===== config.mk =====
export PLATFORM = sky130hd
export DESIGN_NAME = ft_csr_access
export DESIGN_NICKNAME = d
export VERILOG_FILES = /design/src/verilog/ft_csr_pkg.sv /design/src/verilog/alu_ft_pkg.sv /design/src/verilog/ft_csr_access.sv
export SDC_FILE = /design/constraint.sdc
export NUM_CORES = 1
export LEC_CHECK = 0
export BUFFER_PORTS_ARGS = -buffer_cell sky130_fd_sc_hd__buf_2
export CORE_AREA = 2 2 526 528
export DETAILED_ROUTE_END_ITERATION = 6
export DIE_AREA = 0 0 528 530
export PLACE_DENSITY_LB_ADDON = 0.12
export SYNTH_ARGS = -nofsm -noshare
export SYNTH_HDL_FRONTEND = slang
export SYNTH_SLANG_ARGS = --single-unit

===== constraint.sdc =====
create_clock -name vclk -period 4.5
set_input_delay 0.9 -clock vclk [all_inputs]
set_output_delay 0.9 -clock vclk [all_outputs]
set_load 0.01 [all_outputs]

===== src/verilog/ft_csr_pkg.sv =====
`default_nettype none
////////////////////////////////////////
// Fault monitor CSR definitions
// Address and data types
// Counter and fault map addresses
// CSR request bundle
////////////////////////////////////////

package ft_csr_pkg;

  typedef logic [11:0] csr_addr_t;
  typedef logic [31:0] csr_data_t;

  // Counter of class c, lane l at base + 4c + l
  localparam csr_addr_t FT_CNT_BASE    = 12'hB08;
  // Flags of classes 0..7, bit 4c + l
  localparam csr_addr_t FT_MAP_LO_ADDR = 12'hB2C;
  // Division class flags in bits 3:0
  localparam csr_addr_t FT_MAP_HI_ADDR = 12'hB2D;

  // CSR port request
  typedef struct packed {
    csr_addr_t addr;
    logic      re;
    logic      we;
    csr_data_t wdata;
  } ft_csr_req_t;

endpackage

`default_nettype wire


===== src/verilog/alu_ft_pkg.sv =====
`default_nettype none
////////////////////////////////////////
// ALU fault monitor definitions
// Lane and operation class counts
// Operator codes, two per class
// Leaky bucket counter policy
// Event, class and counter types
////////////////////////////////////////

package alu_ft_pkg;

  // Monitored lanes and operation classes
  localparam int NUM_LANES    = 4;
  localparam int NUM_CLASSES  = 9;
  localparam int DIV_CLASS    = 8;
  localparam int ALU_OP_WIDTH = 7;

  typedef logic [ALU_OP_WIDTH-1:0] alu_op_t;
  // One-hot class, all zero when the operator has no class
  typedef logic [NUM_CLASSES-1:0]  class_sel_t;
  typedef logic [31:0]             err_count_t;
  typedef logic [NUM_CLASSES-1:0]  lane_flags_t;

  ////////////////////////////////////////
  // Operator codes
  ////////////////////////////////////////
  localparam alu_op_t OP_ADD  = 7'b0011000;
  localparam alu_op_t OP_SRL  = 7'b0100101;
  localparam alu_op_t OP_XOR  = 7'b0101111;
  localparam alu_op_t OP_AND  = 7'b0010101;
  localparam alu_op_t OP_BSET = 7'b0101100;
  localparam alu_op_t OP_BCLR = 7'b0101011;
  localparam alu_op_t OP_CNT  = 7'b0110100;
  localparam alu_op_t OP_FF1  = 7'b0110110;
  localparam alu_op_t OP_SHUF = 7'b0111010;
  localparam alu_op_t OP_EXT  = 7'b0111111;
  localparam alu_op_t OP_LTS  = 7'b0000000;
  localparam alu_op_t OP_EQ   = 7'b0001100;
  localparam alu_op_t OP_ABS  = 7'b0010100;
  localparam alu_op_t OP_CLIP = 7'b0010110;
  localparam alu_op_t OP_MIN  = 7'b0010000;
  localparam alu_op_t OP_MAX  = 7'b0010010;
  localparam alu_op_t OP_DIV  = 7'b0110001;
  localparam alu_op_t OP_REM  = 7'b0110011;

  // Leaky bucket policy
  localparam err_count_t ERR_THRESHOLD = 32'd8;
  localparam err_count_t ERR_INCREASE  = 32'd2;
  localparam err_count_t ERR_DECREASE  = 32'd1;

  // One lane's report for one cycle
  typedef struct packed {
    logic    enable;
    alu_op_t op;
    logic    error;
  } alu_event_t;

endpackage

`default_nettype wire

===== src/verilog/ft_csr_access.sv =====
`timescale 1ns/10ps
`default_nettype none
////////////////////////////////////////
// Fault monitor CSR access
// Address decode into write strobes
// Fault map packing
// Combinational read data mux
////////////////////////////////////////

module ft_csr_access (
  input  ft_csr_pkg::ft_csr_req_t csr_req_i,
  input  alu_ft_pkg::err_count_t [alu_ft_pkg::NUM_LANES-1:0][alu_ft_pkg::NUM_CLASSES-1:0]
                                  counts_i,
  input  alu_ft_pkg::lane_flags_t [alu_ft_pkg::NUM_LANES-1:0] flags_i,
  output alu_ft_pkg::class_sel_t [alu_ft_pkg::NUM_LANES-1:0]  cnt_we_o,
  output logic                    map_lo_we_o,
  output logic                    map_hi_we_o,
  output ft_csr_pkg::csr_data_t   wr_data_o,
  output ft_csr_pkg::csr_data_t   rdata_o
);

  import alu_ft_pkg::*;
  import ft_csr_pkg::*;

  logic      wr_en;
  csr_data_t map_lo;
  csr_data_t map_hi;

  // Read has priority, write only without read
  assign wr_en     = csr_req_i.we & ~csr_req_i.re;
  assign wr_data_o = csr_req_i.wdata;

  // Pack the flags into the two map words
  always_comb begin
    map_lo = '0;
    map_hi = '0;
    for (int l = 0; l < NUM_LANES; l++) begin
      for (int c = 0; c < DIV_CLASS; c++) begin
        map_lo[NUM_LANES*c + l] = flags_i[l][c];
      end
      // Upper bits stay zero
      map_hi[l] = flags_i[l][DIV_CLASS];
    end
  end

  ////////////////////////////////////////
  // Decode and read mux
  ////////////////////////////////////////
  always_comb begin
    rdata_o     = '0;
    cnt_we_o    = '0;
    map_lo_we_o = 1'b0;
    map_hi_we_o = 1'b0;
    // Counter slots, class-major then lane
    for (int l = 0; l < NUM_LANES; l++) begin
      for (int c = 0; c < NUM_CLASSES; c++) begin
        if (csr_req_i.addr == FT_CNT_BASE + csr_addr_t'(NUM_LANES*c + l)) begin
          if (csr_req_i.re) begin
            rdata_o = counts_i[l][c];
          end
          cnt_we_o[l][c] = wr_en;
        end
      end
    end
    // Map words
    if (csr_req_i.addr == FT_MAP_LO_ADDR) begin
      if (csr_req_i.re) begin
        rdata_o = map_lo;
      end
      map_lo_we_o = wr_en;
    end
    if (csr_req_i.addr == FT_MAP_HI_ADDR) begin
      if (csr_req_i.re) begin
        rdata_o = map_hi;
      end
      map_hi_we_o = wr_en;
    end
  end

endmodule

`default_nettype wire


# After elaboration in Yosys (flattened, before gate mapping)
# Index checks and enable logic that the tools add are counted.
dict set report totals {
  inputBits 1234
  word_cells 154
  out_inout_bits 102
  reg_bits 0
}
dict set report op_classes {
  eq_ne 38
  mux 114
  n_bitwise 2
}
# operator count
set ops {}
lappend ops {{$mux 32} 76}
lappend ops {{$eq 12x12->1 const B} 38}
lappend ops {{$mux 1} 38}
lappend ops {{$and 1x1->1} 1}
lappend ops {{$not 1->1} 1}

# Depth between registers and ports, before layout
# Gate-level depths: netlist of run 1.
dict set report depth {
  word_depth 76
  ltp_mapped 14
}

# Worst setup path before layout of run 1
# OpenSTA, ideal clock, no wires.
dict set report synth_timing {
  path_type {input -> output}
  from {in csr_req_i[39] (netlist bit)}
  to {out rdata_o[29]}
  setup_slack_ns 0.345
  path_buffers 2
  t_arrival_ns 3.255
  stages 10
  cell_sequence {buf_6 > or4_1 > buf_2 > nor4_4 > o2bb2ai_1 > a211oi_1 > or4_1 > nand4_1 > a21oi_1 > o31ai_1}
}
dict set report synth_between {
  elab_chain_cells 76
}
# element line
set synth_lines {}
lappend synth_lines {{start: declaration} ft_csr_access.sv:11} ;# input ft_csr_pkg::ft_csr_req_t csr_req_i,
lappend synth_lines {{$eq 12x12->1} ft_csr_access.sv:57} ;# if (csr_req_i.addr == FT_CNT_BASE + csr_addr_t'(NUM_LANES*c + l)) begin
lappend synth_lines {{$mux 32} ft_csr_access.sv:57}
lappend synth_lines {{$mux 32} ft_csr_access.sv:58} ;# if (csr_req_i.re) begin
lappend synth_lines {{$mux 32} ft_csr_access.sv:57}
lappend synth_lines {{$mux 32} ft_csr_access.sv:58}
lappend synth_lines {{$mux 32} ft_csr_access.sv:57}
lappend synth_lines {{$mux 32} ft_csr_access.sv:58}
lappend synth_lines {{$mux 32} ft_csr_access.sv:57}
lappend synth_lines {{[... 60 more ...]} -}
lappend synth_lines {{$mux 32} ft_csr_access.sv:58}
lappend synth_lines {{$mux 32} ft_csr_access.sv:57}
lappend synth_lines {{$mux 32} ft_csr_access.sv:58}
lappend synth_lines {{$mux 32} ft_csr_access.sv:57}
lappend synth_lines {{$mux 32} ft_csr_access.sv:67} ;# if (csr_req_i.re) begin
lappend synth_lines {{$mux 32} ft_csr_access.sv:66} ;# if (csr_req_i.addr == FT_MAP_LO_ADDR) begin
lappend synth_lines {{$mux 32} ft_csr_access.sv:73} ;# if (csr_req_i.re) begin
lappend synth_lines {{$mux 32 *} ft_csr_access.sv:72} ;# if (csr_req_i.addr == FT_MAP_HI_ADDR) begin
lappend synth_lines {{end: declaration} ft_csr_access.sv:19} ;# output ft_csr_pkg::csr_data_t rdata_o
# Every way passes the cells marked *; elsewhere a longest branch is shown, timed or not.

# Worst setup path in the final report of run 1
dict set report layout_timing {
  from {in csr_req_i[40] (netlist bit)}
  to {out rdata_o[17]}
}
# Same word-level chain as after synthesis.

==> results.sh, run 1 <==
export IMPL_nets=4971
export IMPL_synth_top_cell_by_area="o22ai_1"
export IMPL_seq_power_share=0
export IMPL_place_area_um2=28300
export IMPL_peakVddDrop_uv=22.2
export IMPL_nFillCells=32300
export IMPL_synth_nets=3116
export IMPL_use_met1=0.238
export IMPL_final_setup_viol_count=31
export IMPL_crit_path_max_fanout=13
export IMPL_fin_hold_ws_ns=1.80
export IMPL_start_util=0.0426
export IMPL_avgViaCountPerCell=3.78
export IMPL_synth_top_area_share=0.113
export IMPL_ys_top_cells_by_area="o22ai_1, a22oi_1, a221oi_1"
export IMPL_num_io_pins=1336
export IMPL_critPathCaptureType="primary output"
export IMPL_status="finished, violations left"
export IMPL_clkPwrFrac=0
export IMPL_dp_cells=7208
export IMPL_grt_use_met2=0.347
export IMPL_avgSynthCellArea_um2=6.22
export IMPL_hold_violations=0
export IMPL_drv_slew=0
export IMPL_die_h_um=530
export IMPL_required_ns=3.60
export IMPL_dpl_worst_slack_ns=-1.46
export IMPL_hold_class="input port to primary output"
export IMPL_final_cells=7420
export IMPL_p_leak_nw=13.9
export IMPL_antenna_left=0
export IMPL_grtUsageMet3=0.0516
export IMPL_grt_overflow=0
export IMPL_grt_pass1_vias=28200
export IMPL_grt_setup_unrepaired="yes"
export IMPL_crit_path_start_kind="input port"
export IMPL_grt_use_total=0.196
export IMPL_die_w_um=528
export IMPL_p_per_area_nw_per_um2=40.5
export IMPL_fin_crit_sh=1.11
export IMPL_grt_pass1_wl_um=348000
export IMPL_final_min_clock_period_ns=5.00
export IMPL_coreArea_um2=275000
export IMPL_wl_per_cell_um=39.2
export IMPL_post_route_cells_drive_above_1_share=0.670
export IMPL_netlist_area_um2=11700
export IMPL_antenna_found_initial=339
export IMPL_slew_headroom=0.217
export IMPL_synth_distinct_cells=74
export IMPL_layout_common_cells="buf_2, buf_4, o22ai_1, nor2_1, buf_6"
export IMPL_numPortBuffers=1272
export IMPL_worstPathArrival_ns=4.10
export IMPL_syn_to_final_growth_pct=184
export IMPL_stdcell_area_um2=33200
export IMPL_core_rowCount=193
export IMPL_regArea_um2=0
export IMPL_swShare=0.566
export IMPL_power_total_mw=1.34
export IMPL_dieArea_um2=280000
export IMPL_final_common_cell="buf_2"
export IMPL_worst_pin_slew_ns=1.17
export IMPL_violations="negative setup slack"
export IMPL_first_iter_violations=2153
export IMPL_vias=28100
export IMPL_netSwitchingPower_mw=0.760
export IMPL_crit_type="input port to primary output"
export IMPL_drv_cap=0
export IMPL_place_hpwl_um=266000
export IMPL_seq_cells=0
export IMPL_yosys_warnings=0
export IMPL_synth_seq_area_share=0
export IMPL_gp_congestion=0.862
export IMPL_grt_max_degree=32
export IMPL_drc=0
export IMPL_internal_power_mw=0.584
export IMPL_p_comb_frac=1.000
export IMPL_postSynthCellCount=1882
export IMPL_wl_um=291000
export IMPL_grt_busiest_layer="met2"
export IMPL_clkbuf_count=0
export IMPL_setup_ws_ns=-0.497
export IMPL_clock_fmax_ghz=0.200
export IMPL_drt_first_pass_iters=6
-- per-layer routing --
metal	routed length, um	vias up
met4	7140	150
met3	22000	584
li1	-	11700
met1	119000	13800
met5	973	-
met2	142000	1809
-- cell families after synthesis --
family                 synth area share
AO/OA/AOI/OAI                     0.597
AND/OR/NAND/NOR                   0.290
buffers and inverters             0.102
multiplexers                     0.0108
-- layout make-up --
cell class                 count  area (um^2)  share of cell area
antenna                       78          195             0.00587
inverter                       3         11.3            0.000339
multi-input combinational   1625        13500               0.405
tap                         3607         4510               0.136
timing repair buffer        2107        15100               0.453
-- worst max-delay path: stages --
cell and delay [ns]:
buf_12 0.11, buf_12 0.12, nor4b_4 0.25, buf_4 0.18, nand4_1 0.09, buf_4 0.16, buf_4 0.17, buf_6 0.17
o32ai_2 0.10, o211ai_1 0.18, bufbuf_16 0.32, and4_4 0.19, o41ai_4 0.57, a21oi_4 0.19, o21ai_1 0.19, buf_4 0.16
-- power groups by stage --
stage	Clock (mW)	Sequential, mW	Combinational [mW]
after global routing	0.000000722	0	1.40
after detailed placement	0	0	1.26
after global placement	0	0	1.26
after CTS	0	0	1.32
final	0.00000218	0	1.34
after floorplan	0	0	0.209
-- final timing paths --
path	from	endpoint	slack [ns]	cells after the start
worst max-delay path	csr_req_i[40]	rdata_o[17]	-0.50	16
worst min-delay path	csr_req_i[0]	wr_data_o[0]	1.80	0
-- metrics by stage --
stage | setup TNS, ns | util
global route | -11.89 | 0.120
CTS | -11.80 | 0.116
global placement | -34.75 | 0.103
detailed placement | -34.33 | 0.103
finish | -9.22 | 0.121
floorplan | 0 | -
-- Yosys cell counts (all sizes together) (15+ instances only) --
cell type	n
o2111ai	15
buf	120
a222oi	29
nor4	54
nor3	58
a221o	20
a21oi	136
nand4	46
a22oi	114
o22ai	212
nor2	185
o211ai	34
nor2b	21
o221ai	35
clkbuf	134
o21ai	133
nand2	119
o22a	20
a211oi	41
or4	23
nand3	32
a221oi	87
a22o	35
-- timing repair --
item	CTS	global route
pin swaps	182	144
resized for setup	558	204
setup endpoints to repair	32	32
buffers inserted	128	58
hold buffers	0	0
cloned	1	2
(Power assumes the default switching activity.)
==> inputs of run 2 (changes only) <==
==> constraint.sdc (replaced) <==
create_clock -name vclk -period 4.5
set_input_delay 0.45 -clock vclk [all_inputs]
set_output_delay 0.45 -clock vclk [all_outputs]
set_load 0.01 [all_outputs]
==> run 2 against run 1 <==
Net effect: the run still ends with negative setup slack left; largest power group unchanged; total power is 13% lower; design area is 22% lower; wire length is 2.2% lower; sequential share of layout area stayed put; combinational power is 12% lower; via count is 5.9% lower; critical path type unchanged; sequential cell count stayed put; clock-buffer cell count stayed put; fmax is 9.8% higher; largest cell class is now multi-input combinational cells.
==> results.sh, run 2 (synthesis results as in run 1) <==
export IMPL_p_per_area_nw_per_um2=45.6
export IMPL_dieArea_um2=280000
export IMPL_place_area_um2=25200
export IMPL_coreArea_um2=275000
export IMPL_grt_pass1_wl_um=340000
export IMPL_worst_pin_slew_ns=1.26
export IMPL_crit_path_start_kind="input port"
export IMPL_hp_start="csr_req_i[0]"
export IMPL_wl_um=285000
export IMPL_crit_type="input port to primary output"
export IMPL_crit_path_max_fanout=13
export IMPL_final_cells=6949
export IMPL_clock_fmax_ghz=0.220
export IMPL_setup_ws_ns=-0.0521
export IMPL_grt_pass1_vias=26200
export IMPL_clkPwrFrac=0
export IMPL_critPathCaptureType="primary output"
export IMPL_start_util=0.0426
export IMPL_grt_overflow=0
export IMPL_syn_to_final_growth_pct=121
export IMPL_nFillCells=32800
export IMPL_crit_chain="buf_2, buf_4, or4b_4, buf_12, buf_4, nor3_4, buf_12, nand2_1, nand2_1, a211oi_1, nand4_1, a21o_1, buf_2"
export IMPL_hold_violations=0
export IMPL_drc=0
export IMPL_layout_common_cells="buf_2, buf_4, o22ai_1, nor2_1, a21oi_1"
export IMPL_internal_power_mw=0.500
export IMPL_numPortBuffers=1272
export IMPL_seq_power_share=0
export IMPL_post_route_cells_drive_above_1_share=0.541
export IMPL_wl_per_cell_um=40.9
export IMPL_p_leak_nw=10.4
export IMPL_fin_util=0.0939
export IMPL_antenna_left=0
export IMPL_required_ns=4.05
export IMPL_drv_slew=0
export IMPL_drv_cap=0
export IMPL_dpl_worst_slack_ns=-0.979
export IMPL_fin_crit_sh=1.01
export IMPL_final_setup_viol_count=2
export IMPL_p_comb_frac=1.000
export IMPL_crit_buf_inv=6
export IMPL_antenna_found_initial=367
export IMPL_grt_use_total=0.192
export IMPL_num_io_pins=1336
export IMPL_crit_slowest_cell="a211oi_1"
export IMPL_regArea_um2=0
export IMPL_first_iter_violations=2842
export IMPL_drt_first_pass_iters=6
export IMPL_final_min_clock_period_ns=4.55
export IMPL_swShare=0.575
export IMPL_dp_cells=6870
export IMPL_gp_congestion=0.853
export IMPL_die_w_um=528
export IMPL_critPathMaxStageDelay_ns=1.01
export IMPL_seq_cells=0
export IMPL_worstPathArrival_ns=4.10
export IMPL_netSwitchingPower_mw=0.676
export IMPL_multi_input_area_um2=11100
export IMPL_core_rowCount=193
export IMPL_cp_top_family="compound AO/OA/AOI/OAI gates"
export IMPL_grt_max_degree=39
export IMPL_hold_class="input port to primary output"
export IMPL_vias=26400
export IMPL_stdcell_area_um2=25800
export IMPL_avgViaCountPerCell=3.80
export IMPL_grt_setup_unrepaired="no"
export IMPL_crit_path_start="csr_req_i[39]"
export IMPL_nets=4507
export IMPL_die_h_um=530
export IMPL_slew_headroom=0.163
export IMPL_clkbuf_count=0
export IMPL_peakVddDrop_uv=20.8
export IMPL_final_common_cell="buf_2"
export IMPL_violations="negative setup slack"
export IMPL_fin_hold_ws_ns=0.900
export IMPL_place_hpwl_um=257000
export IMPL_status="finished, violations left"
[run 2: changes by cell type in the layout (fill, tap and decap cells not counted), moves of 39 or more]
cell,change
a21oi_1,+48
buf_12,-59
buf_4,-265
buf_6,-127
o21ai_0,+39
[run 2: through the flow]
stage,total power [mW],setup TNS [ns]
floorplan,0.209,0
global placement,1.18,-9.96
detailed placement,1.17,-9.78
CTS,1.19,0
global route,1.23,0
finish,1.18,-0.0715
[run 2: final timing paths]
check / endpoint / slack [ns] / cells past startpoint
max: rdata_o[22] / -0.05 / 13
min: wr_data_o[0] / 0.90 / 0
[run 2: power groups by stage]
stage / clock [mW] / sequential (mW) / combinational [mW]
4_1_cts: 0 / 0 / 1.19
6_report: 0.00000201 / 0 / 1.18
3_3_place_gp: 0 / 0 / 1.18
2_1_floorplan: 0 / 0 / 0.209
3_5_place_dp: 0 / 0 / 1.17
5_1_grt: 0.000000484 / 0 / 1.23
[run 2: routing by layer]
layer / GRT usage / wire length, um / share of wire
met4: 0.0297 / 6740 / 0.024
met1: 0.228 / 113000 / 0.40
met3: 0.0564 / 23900 / 0.084
met5: 0.00444 / 1040 / 0.0036
met2: 0.344 / 140000 / 0.49
[run 2: timing repair]
item | 4_1_cts | 5_1_grt
pin swaps | 4 | 3
hold buffers | 0 | 0
endpoints found under the setup margin | 27 | 12
setup buffers | 5 | 3
resized for setup | 50 | 15
[run 2: final cells by class]
cell class	count	share of cell area
Antenna cell	71	0.00689
Timing Repair Buffer	1643	0.387
Tap cell	3607	0.175
Multi-Input combinational cell	1625	0.431
Inverter	3	0.000436
