### config.mk
export PLATFORM = sky130hd
export DESIGN_NAME = alu_op_classifier
export DESIGN_NICKNAME = d
export VERILOG_FILES = /design/src/verilog/alu_ft_pkg.sv /design/src/verilog/alu_op_classifier.sv
export SDC_FILE = /design/constraint.sdc
export NUM_CORES = 1
export LEC_CHECK = 0
export ABC_AREA = 1
export BUFFER_PORTS_ARGS = -buffer_cell sky130_fd_sc_hd__buf_2
export CORE_AREA = 4 4 41 43
export DETAILED_ROUTE_END_ITERATION = 12
export DIE_AREA = 0 0 45 47
export MAX_ROUTING_LAYER = met4
export PLACE_DENSITY = 0.45
export SLEW_MARGIN = 20
export SYNTH_ARGS = -nofsm -noshare
export SYNTH_HDL_FRONTEND = slang
export SYNTH_SLANG_ARGS = --single-unit
### constraint.sdc
create_clock -name vclk -period 0.8
set_input_delay 0 -clock vclk [all_inputs]
set_output_delay 0 -clock vclk [all_outputs]
set_load 0.03 [all_outputs]
### src/verilog/alu_ft_pkg.sv
`default_nettype none
////////////////////////////////////////
// ALU fault monitor definitions
// Lane and operation class counts
// Operator codes, two per class
// Leaky bucket counter policy
// Event, class and counter types
////////////////////////////////////////

package alu_ft_pkg;

  // Monitored lanes and operation classes
  localparam int NUM_LANES    = 4;
  localparam int NUM_CLASSES  = 9;
  localparam int DIV_CLASS    = 8;
  localparam int ALU_OP_WIDTH = 7;

  typedef logic [ALU_OP_WIDTH-1:0] alu_op_t;
  // One-hot class, all zero when the operator has no class
  typedef logic [NUM_CLASSES-1:0]  class_sel_t;
  typedef logic [31:0]             err_count_t;
  typedef logic [NUM_CLASSES-1:0]  lane_flags_t;

  ////////////////////////////////////////
  // Operator codes
  ////////////////////////////////////////
  localparam alu_op_t OP_ADD  = 7'b0011000;
  localparam alu_op_t OP_SRL  = 7'b0100101;
  localparam alu_op_t OP_XOR  = 7'b0101111;
  localparam alu_op_t OP_AND  = 7'b0010101;
  localparam alu_op_t OP_BSET = 7'b0101100;
  localparam alu_op_t OP_BCLR = 7'b0101011;
  localparam alu_op_t OP_CNT  = 7'b0110100;
  localparam alu_op_t OP_FF1  = 7'b0110110;
  localparam alu_op_t OP_SHUF = 7'b0111010;
  localparam alu_op_t OP_EXT  = 7'b0111111;
  localparam alu_op_t OP_LTS  = 7'b0000000;
  localparam alu_op_t OP_EQ   = 7'b0001100;
  localparam alu_op_t OP_ABS  = 7'b0010100;
  localparam alu_op_t OP_CLIP = 7'b0010110;
  localparam alu_op_t OP_MIN  = 7'b0010000;
  localparam alu_op_t OP_MAX  = 7'b0010010;
  localparam alu_op_t OP_DIV  = 7'b0110001;
  localparam alu_op_t OP_REM  = 7'b0110011;

  // Leaky bucket policy
  localparam err_count_t ERR_THRESHOLD = 32'd8;
  localparam err_count_t ERR_INCREASE  = 32'd2;
  localparam err_count_t ERR_DECREASE  = 32'd1;

  // One lane's report for one cycle
  typedef struct packed {
    logic    enable;
    alu_op_t op;
    logic    error;
  } alu_event_t;

endpackage

`default_nettype wire
### src/verilog/alu_op_classifier.sv
`timescale 1ns/10ps
`default_nettype none
////////////////////////////////////////
// ALU operator classifier
// Maps one lane's operator onto a
// one-hot operation class
////////////////////////////////////////

module alu_op_classifier (
  input  alu_ft_pkg::alu_op_t    op_i,
  output alu_ft_pkg::class_sel_t class_o
);

  import alu_ft_pkg::*;

  always_comb begin
    class_o = '0;
    case (op_i)
      // Add and shift
      OP_ADD, OP_SRL:   class_o[0] = 1'b1;
      // Logic
      OP_XOR, OP_AND:   class_o[1] = 1'b1;
      // Bit manipulation
      OP_BSET, OP_BCLR: class_o[2] = 1'b1;
      // Bit counting
      OP_CNT, OP_FF1:   class_o[3] = 1'b1;
      // Shuffle and extract
      OP_SHUF, OP_EXT:  class_o[4] = 1'b1;
      // Comparisons
      OP_LTS, OP_EQ:    class_o[5] = 1'b1;
      // Absolute value and clip
      OP_ABS, OP_CLIP:  class_o[6] = 1'b1;
      // Min and max
      OP_MIN, OP_MAX:   class_o[7] = 1'b1;
      // Divider, gated by the divider ready in the bank
      OP_DIV, OP_REM:   class_o[DIV_CLASS] = 1'b1;
      // Unlisted operators touch no counter
      default:          class_o = '0;
    endcase
  end

endmodule

`default_nettype wire

Word-level counts from Yosys, hierarchy flattened
Cells that the tools add are included.

Input bits: 7. Output and inout bits: 9. Register bits: 0. Logic and storage cells: 36.

Eq/ne operators: 17. Muxes and demuxes: 9. Reduce and logical (&&, ||, !) cells: 10.

Operators by type and width (number): 7-bit by 6-bit == test with 1-bit output (second input constant) (10); 7-bit by 5-bit == test with 1-bit output (second input constant) (6); 2-bit OR reduction (9); 1-bit two-way mux (9); 7-bit by 4-bit == test with 1-bit output (second input constant) (1); 7-bit zero test (1).

Depth between registers and ports, before layout
Gate-level depths: netlist of the first run.

Depth after elaboration: 3. Mapped depth: 6. Depth with buffers taken out: 5.

Worst setup path after synthesis of the first run
Ideal clock, no wire load.

Kind: input to output. Start: input op_i[6]. End: output class_o[6]. Arrival time: 845 ps. Stages: 3. Path buffers: 0. Setup slack: -45 ps. Data required time: 800 ps. Cell sequence: nor2_1 -> nand2_1 -> nor3_1.

Word-level cells in the longest chain between the ends: 3. Elaborated cells on any way between the ends: 4. Classes of those cells: eq/ne: 2; mux: 1; reduce/logical: 1.

RTL lines: from (decl) (line alu_op_classifier.sv:10) `input alu_ft_pkg::alu_op_t op_i,`; 7-bit by 5-bit == test with 1-bit output (line alu_op_classifier.sv:18) `case (op_i)`; 2-bit OR reduction (*) (line alu_op_classifier.sv:18); 1-bit two-way mux (*) (line alu_op_classifier.sv:18); to (decl) (line alu_op_classifier.sv:11) `output alu_ft_pkg::class_sel_t class_o`.

Every way passes the cells marked *; elsewhere a longest branch is shown, timed or not.

Worst setup path after layout of the first run
Ends and elaborated chain as after synthesis.

==> key figures, run 1 <==
Placement
  – # port buffers: 16
  – Hpwl dp: between 500 and 600 um
  – GPL Wtd Cong: 0.745
  – DP Worst Slack: 0.0552 ns
  – Post-DP Area: 305 um^2

Cells and area
  – Fraction of layout cells with a size suffix above 1: 33.3%
  – Final instance area: 325 um^2
  – Register area: 0 um^2
  – CLK BUF: 0
  – Most common cell after layout, fill and taps aside: nand2_1
  – Most frequent cells in the layout: 21 x nand2_1, 13 x buf_2, 9 x nor2_1
  – Layout Nets: 75
  – Area grow syn2layout: 52.9%
  – Seq cells: 0
  – Fillcell total: 166
  – # diodes: 0

Worst setup path
  – Crit-path cells: buf_2, nor2_1, nand2_1, nor3_1, buf_2
  – CP top delay family: simple AND/OR/NAND/NOR gates
  – CP startpoint kind: input pin
  – CP Capture Type: primary output
  – Crit-path most repeated cell: buf_2
  – Crit-path max cell delay: 0.23 ns
  – CP arrival: 0.73 ns
  – Crit Path Category: input pin to primary output
  – Crit path buf inv count: 2
  – CP max stage cell: buf_2
  – CP Data Required Time: 0.80 ns
  – Critical Path Start: op_i[6]
  – Crit-path max FO: 4

Floorplanning
  – Ports: 16
  – Core area: 0.00130 mm^2
  – Starting Density: 16.3%
  – Total die area: about 0.0021 mm^2
  – Num rows: 13
  – Die Y: 47 um
  – Chip width: 45 um

Detailed routing
  – First-pass DRT Iterations: 3
  – Vias per cell: 3.94
  – Initial DRC count: 7
  – Post-Route WL: 653 um
  – Wirelength per Cell: 8.06 um
  – Total number of vias: 319
  – Post-route ant nets: 0
  – DR DRC count: 0

STA
  – Worst slew margin: 88.5%
  – RSZ-0062 raised after global routing: false
  – Hold Vio Cnt, Final: 0
  – Final period util: 91.1%
  – Setup Viol. Count Final: 0
  – Tmin final: roughly 0.73 ns
  – Final worst setup slack: between 0.07 and 0.08 ns
  – Fmax: 1.37 GHz
  – Slew Viols, Final: 0
  – Worst Max-Slew Pin Slew: 0.171 ns

Global route
  – Vias in the first global route: 300
  – Initial antenna violation count: 0
  – Global-route wire length before repair: 1120 um
  – Pin count of the biggest net entering global routing: 9
  – Gr usage total: 6.90%
  – Global route overflow: 0

Status
  – Status: finished, final reports clean

Synthesis
  – Sequential share of the synthesized area: 0%
  – Synth Instances: about 50
  – Synth Warn #: 0
  – Syn Nets: a little under 60
  – Netlist cell types: 7
  – Mapped Avg Cell Area: roughly 4.2 um^2
  – Post-Syn Area: 213 um^2

Clock network
  – Cts hold-fix bufs: 0
  – Post CTS Setup Buffer Count: 0
  – PostCTS Resize Cnt: 0

Hold path
  – Min-Delay Startpoint: op_i[0]
  – Worst Hold Class: input pin to primary output

Flow run
  – Max Cap Viol: 0

Power and ir drop
  – Cell Pwr Density: 341 mW/mm^2
  – Leakage power: 0.205 nW
  – Worst IR Drop VDD: 89.6 uV
## synthesized netlist by cell type
library cell | count | share of area [%]
buf_6 | 1 | 5.3
inv_1 | 8 | 14
nand2_1 | 23 | 41
nand3_1 | 3 | 7.1
nor2_1 | 10 | 18
nor2_2 | 2 | 5.9
nor3_1 | 4 | 9.4
## stage by stage
stage	power (mW)	TNS (ns)	hold WS, ns	instances	util (%)
global placement	0.104	0	0.385	81	23.5
detailed placement	0.104	0	0.387	81	23.5
CTS	0.104	0	0.387	81	23.5
global route	0.128	0	0.419	81	25.0
finish	0.111	0	0.387	81	25.0
floorplan	0.0671	-0.119	0.181	51	-
## area by class of cell
type                            count  area [um^2]  share of cell area [%]
Multi-Input combinational cell     42          189                    58.1
Inverter                            8         30.0                    9.23
Tap cell                           15         18.8                    5.77
Timing Repair Buffer               16         87.6                    26.9
## path summary, 6_finish.rpt
| check | to | depth (start not counted) | slack (ns) |
|---|---|---|---|
| max | class_o[6] | 5 | 0.07 |
| min | class_o[3] | 3 | 0.39 |
## cells by family after synthesis
family	share of synthesized area (%)
simple gates	80.6
buf+inv	19.4
## report_power, final
group          internal, mW  switching [mW]
Clock                     0               0
Sequential                0               0
Combinational        0.0361          0.0750
## layer usage
layer  up-vias  track usage (%)  share of wire (%)
met2         5             13.6                 53
met5         -                -                  0
li1        181                -                  -
met3         0                0                2.3
met1       133             8.31                 45
met4         0                0                  0
## tightest hold or removal path, delay by kind of cell
kind | cells | cell delay, ns
buffers and inverters | 2 | 0.32
and+or+nand+nor | 1 | 0.07
No activity file was read; power rests on OpenSTA's default activity.
==> inputs of run 2 (changes only) <==
--- a/config.mk
+++ b/config.mk
@@ -5,7 +5,6 @@
 export SDC_FILE = /design/constraint.sdc
 export NUM_CORES = 1
 export LEC_CHECK = 0
-export ABC_AREA = 1
 export BUFFER_PORTS_ARGS = -buffer_cell sky130_fd_sc_hd__buf_2
 export CORE_AREA = 4 4 41 43
 export DETAILED_ROUTE_END_ITERATION = 12
==> run 2 against run 1 <==
Compared with the run above: the run now ends with negative setup slack left; core utilization up 19 points; area after synthesis grew 0.59%; via count decreased by 4.4%; sequential cell count is the same; synthesized cell count fell by 49%; cell count fell by 21%; global-route usage grew 2.6 points; first-iteration DRC count is 86% lower; routed wire length is 34% higher; critical path type unchanged; largest cell class unchanged; highest routed layer unchanged.
==> key figures, run 2 <==
Floorplanning
  – Chip width: 45 um (unchanged)
  – Num rows: 13 (unchanged)
  – Total die area: 0.00212 mm^2 (unchanged)
  – Die Y: 47 um (unchanged)
  – Ports: 16 (unchanged)
  – Starting Density: 16.4% (+0.096 points)
  – Core area: 0.00130 mm^2 (unchanged)

Global route
  – Pin count of the biggest net entering global routing: 8 (-1)
  – Vias in the first global route: 310 (+3.3%)
  – Global-route wire length before repair: 1480 um (+31%)
  – Initial antenna violation count: 0 (unchanged)
  – Gr usage total: 9.52% (+2.6 points)
  – Global route overflow: 0 (unchanged)

Cells and area
  – CLK BUF: 0 (unchanged)
  – Area grow syn2layout: 167%
  – # diodes: 0 (unchanged)
  – Fillcell total: 140 (-16%)
  – Most common cell after layout, fill and taps aside: buf_4
  – Fraction of layout cells with a size suffix above 1: 87.8% (+54 points)
  – Seq cells: 0 (unchanged)
  – Layout Nets: 58 (-23%)
  – Most frequent cells in the layout: 12 x buf_4, 10 x buf_6, 3 x or3b_4, 3 x buf_8
  – Fin cells: 64 (-21%)
  – Register area: 0 um^2 (unchanged)

Synthesis
  – Syn Nets: 33 (-43%)
  – Most frequent cell after synthesis: or3b_1
  – Netlist cell types: 18 (+11)
  – Area contributors post-synth: or3b_1 12%, buf_6 11%, nor4b_1 8.2%
  – Synth Warn #: 0 (unchanged)
  – Sequential share of the synthesized area: 0% (unchanged)
  – Synth Instances: 26 (-49%)
  – Post-Syn Area: 214 um^2 (+0.59%)
  – Mapped Avg Cell Area: 8.23 um^2 (+97%)
  – Synth area leader: or3b_1
  – Yosys top cell area share: 12.3% (-28 points)

Power and ir drop
  – Clk pwr share: 0% (unchanged)
  – Total power: 0.222 mW (+100%)
  – Psw: 0.104 mW (+39%)
  – Cell Pwr Density: 390 mW/mm^2 (+14%)
  – Worst IR Drop VDD: 145 uV (+62%)
  – Sw frac: 46.8% (-21 points)
  – Gate power share: 100.0% (about the same)
  – Internal cell power: 0.118 mW (+230%)
  – Leakage power: 0.219 nW (+6.8%)
  – Seq pwr share: 0% (unchanged)

Worst setup path
  – CP Capture Type: primary output
  – CP startpoint kind: input pin
  – Crit-path max FO: 4 (unchanged)
  – CP arrival: 0.95 ns (+0.22 ns)
  – Crit Path Category: input pin to primary output
  – CP Data Required Time: 0.80 ns (about the same)

Detailed routing
  – Post-route ant nets: 0 (unchanged)
  – DR DRC count: 0 (unchanged)
  – Post-Route WL: 876 um (+34%)
  – Total number of vias: 305 (-4.4%)
  – First-pass DRT Iterations: 2 (-1)
  – Initial DRC count: 1 (-6)
  – Wirelength per Cell: 13.7 um (+70%)
  – Vias per cell: 4.77 (+21%)

STA
  – Worst slew margin: 82.6% (-6.0 points)
  – Hold Vio Cnt, Final: 0 (unchanged)
  – Tmin final: 0.952 ns (+0.223 ns)
  – Final period util: 119% (+28 points)
  – Fmax: 1.05 GHz (-23%)
  – Worst Max-Slew Pin Slew: 0.261 ns (+0.0899 ns)
  – RSZ-0062 raised after global routing: true
  – Setup Viol. Count Final: 7 (+7)
  – Slew Viols, Final: 0 (unchanged)
  – Final worst setup slack: -0.152 ns (-0.223 ns)

Clock network
  – Post CTS Setup Buffer Count: 0 (unchanged)
  – Cts hold-fix bufs: 0 (unchanged)

Placement
  – DP Cell Count: 64 (-21%)
  – Hpwl dp: 722 um (+28%)
  – # port buffers: 16 (unchanged)
  – GPL Wtd Cong: 0.751 (+0.77%)

Status
  – Status: finished, violations left
  – Failing checks: negative setup slack

Flow run
  – Max Cap Viol: 0 (unchanged)

Hold path
  – Worst Hold Class: input pin to primary output
[run 2: routing by layer]
layer | global-route usage [%] | share of wire (%) | vias to the layer above
li1 | - | - | 151
met1 | 11.1 | 37 | 145
met2 | 18.4 | 57 | 9
met3 | 1.15 | 6.4 | 0
met4 | 0 | 0 | 0
met5 | - | 0 | -
[run 2: logic make-up (layout without fill, tap and decap cells)]
logic type,Yosys count,count (layout),synth area share [%]
compound gates,3,3,10.5
xor+xnor,2,2,8.19
buf+inv,4,27,14.6
simple gates,17,17,66.7
[run 2: area by class of cell]
type / count / area, um^2 / area share (%)
inverters: 1 / 3.75 / 0.658
well taps: 15 / 18.8 / 3.29
repair buffers: 26 / 253 / 44.3
multi-input cells: 22 / 295 / 51.8
[run 2: path summary, 6_finish.rpt]
path,start,cells after the start,to
setup / recovery,op_i[5],4,class_o[7]
hold / removal,op_i[5],4,class_o[5]
[run 2: critical path, stage by stage]
cell,delay [ns]
buf_8,0.10
or4b_4,0.57
nor3_4,0.14
buf_6,0.15
[run 2: metrics by stage]
| step | hold WS [ns] | util [%] | setup TNS [ns] | instance area, um^2 | setup WS (ns) |
|---|---|---|---|---|---|
| after floorplan | 0.0447 | - | -0.749 | 310 | -0.159 |
| after global placement | 0.430 | 34.9 | -1.59 | 454 | -0.249 |
| after detailed placement | 0.439 | 34.9 | -1.68 | 454 | -0.270 |
| after CTS | 0.349 | 43.2 | -0.873 | 562 | -0.160 |
| after global routing | 0.363 | 43.8 | -1.05 | 571 | -0.184 |
| final | 0.345 | 43.8 | -0.809 | 571 | -0.152 |
[run 2: power by group through the flow]
| stage | combinational (mW) | clock (mW) | sequential [mW] |
|---|---|---|---|
| finish | 0.222 | 0 | 0 |
| floorplan | 0.113 | 0 | 0 |
| global route | 0.236 | 0 | 0 |
| CTS | 0.219 | 0 | 0 |
| global placement | 0.176 | 0 | 0 |
| detailed placement | 0.181 | 0 | 0 |
[run 2: timing repair]
| item | 4_1_cts | 5_1_grt |
|---|---|---|
| resized for setup | 33 | 2 |
| setup endpoints to repair | 9 | 9 |
| pin swaps | 7 | 3 |
==> inputs of run 3 (changes only) <==
--- a/config.mk
+++ b/config.mk
@@ -9,6 +9,7 @@
 export CORE_AREA = 4 4 41 43
 export DETAILED_ROUTE_END_ITERATION = 12
 export DIE_AREA = 0 0 45 47
+export GPL_TIMING_DRIVEN = 0
 export MAX_ROUTING_LAYER = met4
 export PLACE_DENSITY = 0.45
 export SLEW_MARGIN = 20
==> run 3 against run 2 <==
Compared with the run above: the run still ends with negative setup slack left; power fell by 10%; sequential share of layout area unchanged; non-clock buffer count is 6 lower; core utilization is 3.5 points lower; largest cell class unchanged; largest power group unchanged.
==> key figures, run 3 (synthesis results as in run 2) <==
STA
  – Min Hold Slack: 0.333 ns (-0.0129 ns)
  – Final period util: 120% (+0.64 points)
  – Worst Max-Slew Pin Slew: 0.269 ns (+0.00842 ns)
  – RSZ-0062 raised after global routing: true
  – Slew Viols, Final: 0 (unchanged)
  – Fmax: 1.05 GHz (-0.54%)
  – Tmin final: 0.957 ns (+0.00513 ns)
  – Hold Vio Cnt, Final: 0 (unchanged)
  – Final worst setup slack: -0.157 ns (-0.00513 ns)
  – Setup Viol. Count Final: 6 (-1)
  – Worst slew margin: 82.0% (-0.56 points)

Cells and area
  – Fin cells: 58 (-9.4%)
  – Fraction of layout cells with a size suffix above 1: 81.4% (-6.4 points)
  – # diodes: 0 (unchanged)
  – Register area: 0 um^2 (unchanged)
  – Fin util: 40.4% (-3.5 points)
  – Most common cell after layout, fill and taps aside: buf_6
  – Area grow syn2layout: 146%
  – Fillcell total: 143 (+2.1%)
  – Layout Nets: 52 (-10%)
  – Seq cells: 0 (unchanged)
  – Most frequent cells in the layout: 10 x buf_6, 6 x buf_4, 4 x buf_8, 4 x or3b_4
  – CLK BUF: 0 (unchanged)

Worst setup path
  – Crit-path max FO: 5 (+1)
  – CP max stage cell: or4b_4
  – CP top delay family: simple AND/OR/NAND/NOR gates
  – Crit-path max cell delay: 0.57 ns (about the same)
  – Crit Path Category: input pin to primary output
  – Crit-path cells: buf_8, or4b_4, nor3_4, buf_6
  – Crit path buf inv count: 2 (unchanged)
  – CP Data Required Time: 0.80 ns (about the same)
  – CP arrival: 0.96 ns (about the same)
  – CP Capture Type: primary output
  – CP startpoint kind: input pin

Floorplanning
  – Chip width: 45 um (unchanged)
  – Die Y: 47 um (unchanged)
  – Ports: 16 (unchanged)
  – Core area: 0.00130 mm^2 (unchanged)
  – Starting Density: 16.4% (unchanged)
  – Total die area: 0.00212 mm^2 (unchanged)
  – Num rows: 13 (unchanged)

Power and ir drop
  – Gate power share: 100.0% (about the same)
  – Seq pwr share: 0% (unchanged)
  – Cell Pwr Density: 380 mW/mm^2 (-2.3%)
  – Internal cell power: 0.104 mW (-12%)
  – Leakage power: 0.189 nW (-13%)
  – Psw: 0.0960 mW (-7.8%)
  – Clk pwr share: 0% (unchanged)
  – Sw frac: 48.0% (+1.2 points)
  – Worst IR Drop VDD: 104 uV (-28%)

Detailed routing
  – Wirelength per Cell: 12.9 um (-5.7%)
  – Initial DRC count: 0 (-1)
  – Total number of vias: 280 (-8.2%)
  – DR DRC count: 0 (unchanged)
  – Post-Route WL: 749 um (-14%)
  – Post-route ant nets: 0 (unchanged)
  – First-pass DRT Iterations: 1 (-1)
  – Vias per cell: 4.83 (+1.3%)

Placement
  – # port buffers: 14 (-2)
  – DP Cell Count: 55 (-14%)
  – Hpwl dp: 571 um (-21%)
  – GPL Wtd Cong: 0.708 (-5.6%)

Global route
  – Pin count of the biggest net entering global routing: 11 (+3)
  – GR Util met3: 0% (-1.1 points)
  – GRT Max-Usage Layer: met2
  – Met2 GRT Util: 13.0% (-5.4 points)
  – Gr usage total: 7.57% (-2.0 points)
  – Global route overflow: 0 (unchanged)
  – Initial antenna violation count: 0 (unchanged)
  – Met1 Usage GRT: 10.6% (-0.45 points)
  – Global-route wire length before repair: 1240 um (-16%)
  – Vias in the first global route: 283 (-8.7%)

Hold path
  – Worst Hold Class: input pin to primary output

Status
  – Failing checks: negative setup slack
  – Status: finished, violations left

Flow run
  – Max Cap Viol: 0 (unchanged)

Clock network
  – Cts hold-fix bufs: 0 (unchanged)
## run 3: cell count changes in the layout (fill, tap and decap cells not counted), sizes merged
cell,delta
buf,-6
## run 3: timing repair
| action | CTS | global route |
|---|---|---|
| endpoints found under the hold margin | 0 | 0 |
| pin swaps | 8 | 5 |
| setup endpoints to repair | 8 | 9 |
| setup buffers | 3 | 0 |
| resized for setup | 32 | 0 |
## run 3: metrics by stage
| stage | power, mW | instance area [um^2] | setup slack (ns) | TNS, ns |
|---|---|---|---|---|
| after floorplan | 0.113 | 310 | -0.159 | -0.749 |
| final | 0.200 | 526 | -0.157 | -0.811 |
| after CTS | 0.202 | 526 | -0.170 | -0.871 |
| after global placement | 0.150 | 399 | -0.325 | -1.60 |
| after detailed placement | 0.153 | 399 | -0.329 | -1.68 |
| after global routing | 0.212 | 526 | -0.187 | -1.04 |
## run 3: layout make-up
type,instances,area (um^2),share of cell area (%)
repair buffers,17,184,35.0
well taps,15,18.8,3.57
plain buffers,3,33.8,6.43
multi-input cells,22,285,54.3
inverters,1,3.75,0.714
## run 3: metal layers
layer,share of wire (%),up-vias
li1,-,138
met1,49,133
met2,48,9
met3,3.7,0
met4,0,0
met5,0,-
## run 3: worst paths after layout
path	endpoint	slack [ns]	cells after the start	start
setup / recovery	class_o[7]	-0.16	4	op_i[5]
hold / removal	class_o[8]	0.33	3	op_i[2]
## run 3: power groups by stage
stage / Clock (mW) / Combinational [mW] / Sequential, mW
CTS: 0 / 0.202 / 0
global route: 0 / 0.212 / 0
floorplan: 0 / 0.113 / 0
finish: 0 / 0.200 / 0
detailed placement: 0 / 0.153 / 0
global placement: 0 / 0.150 / 0
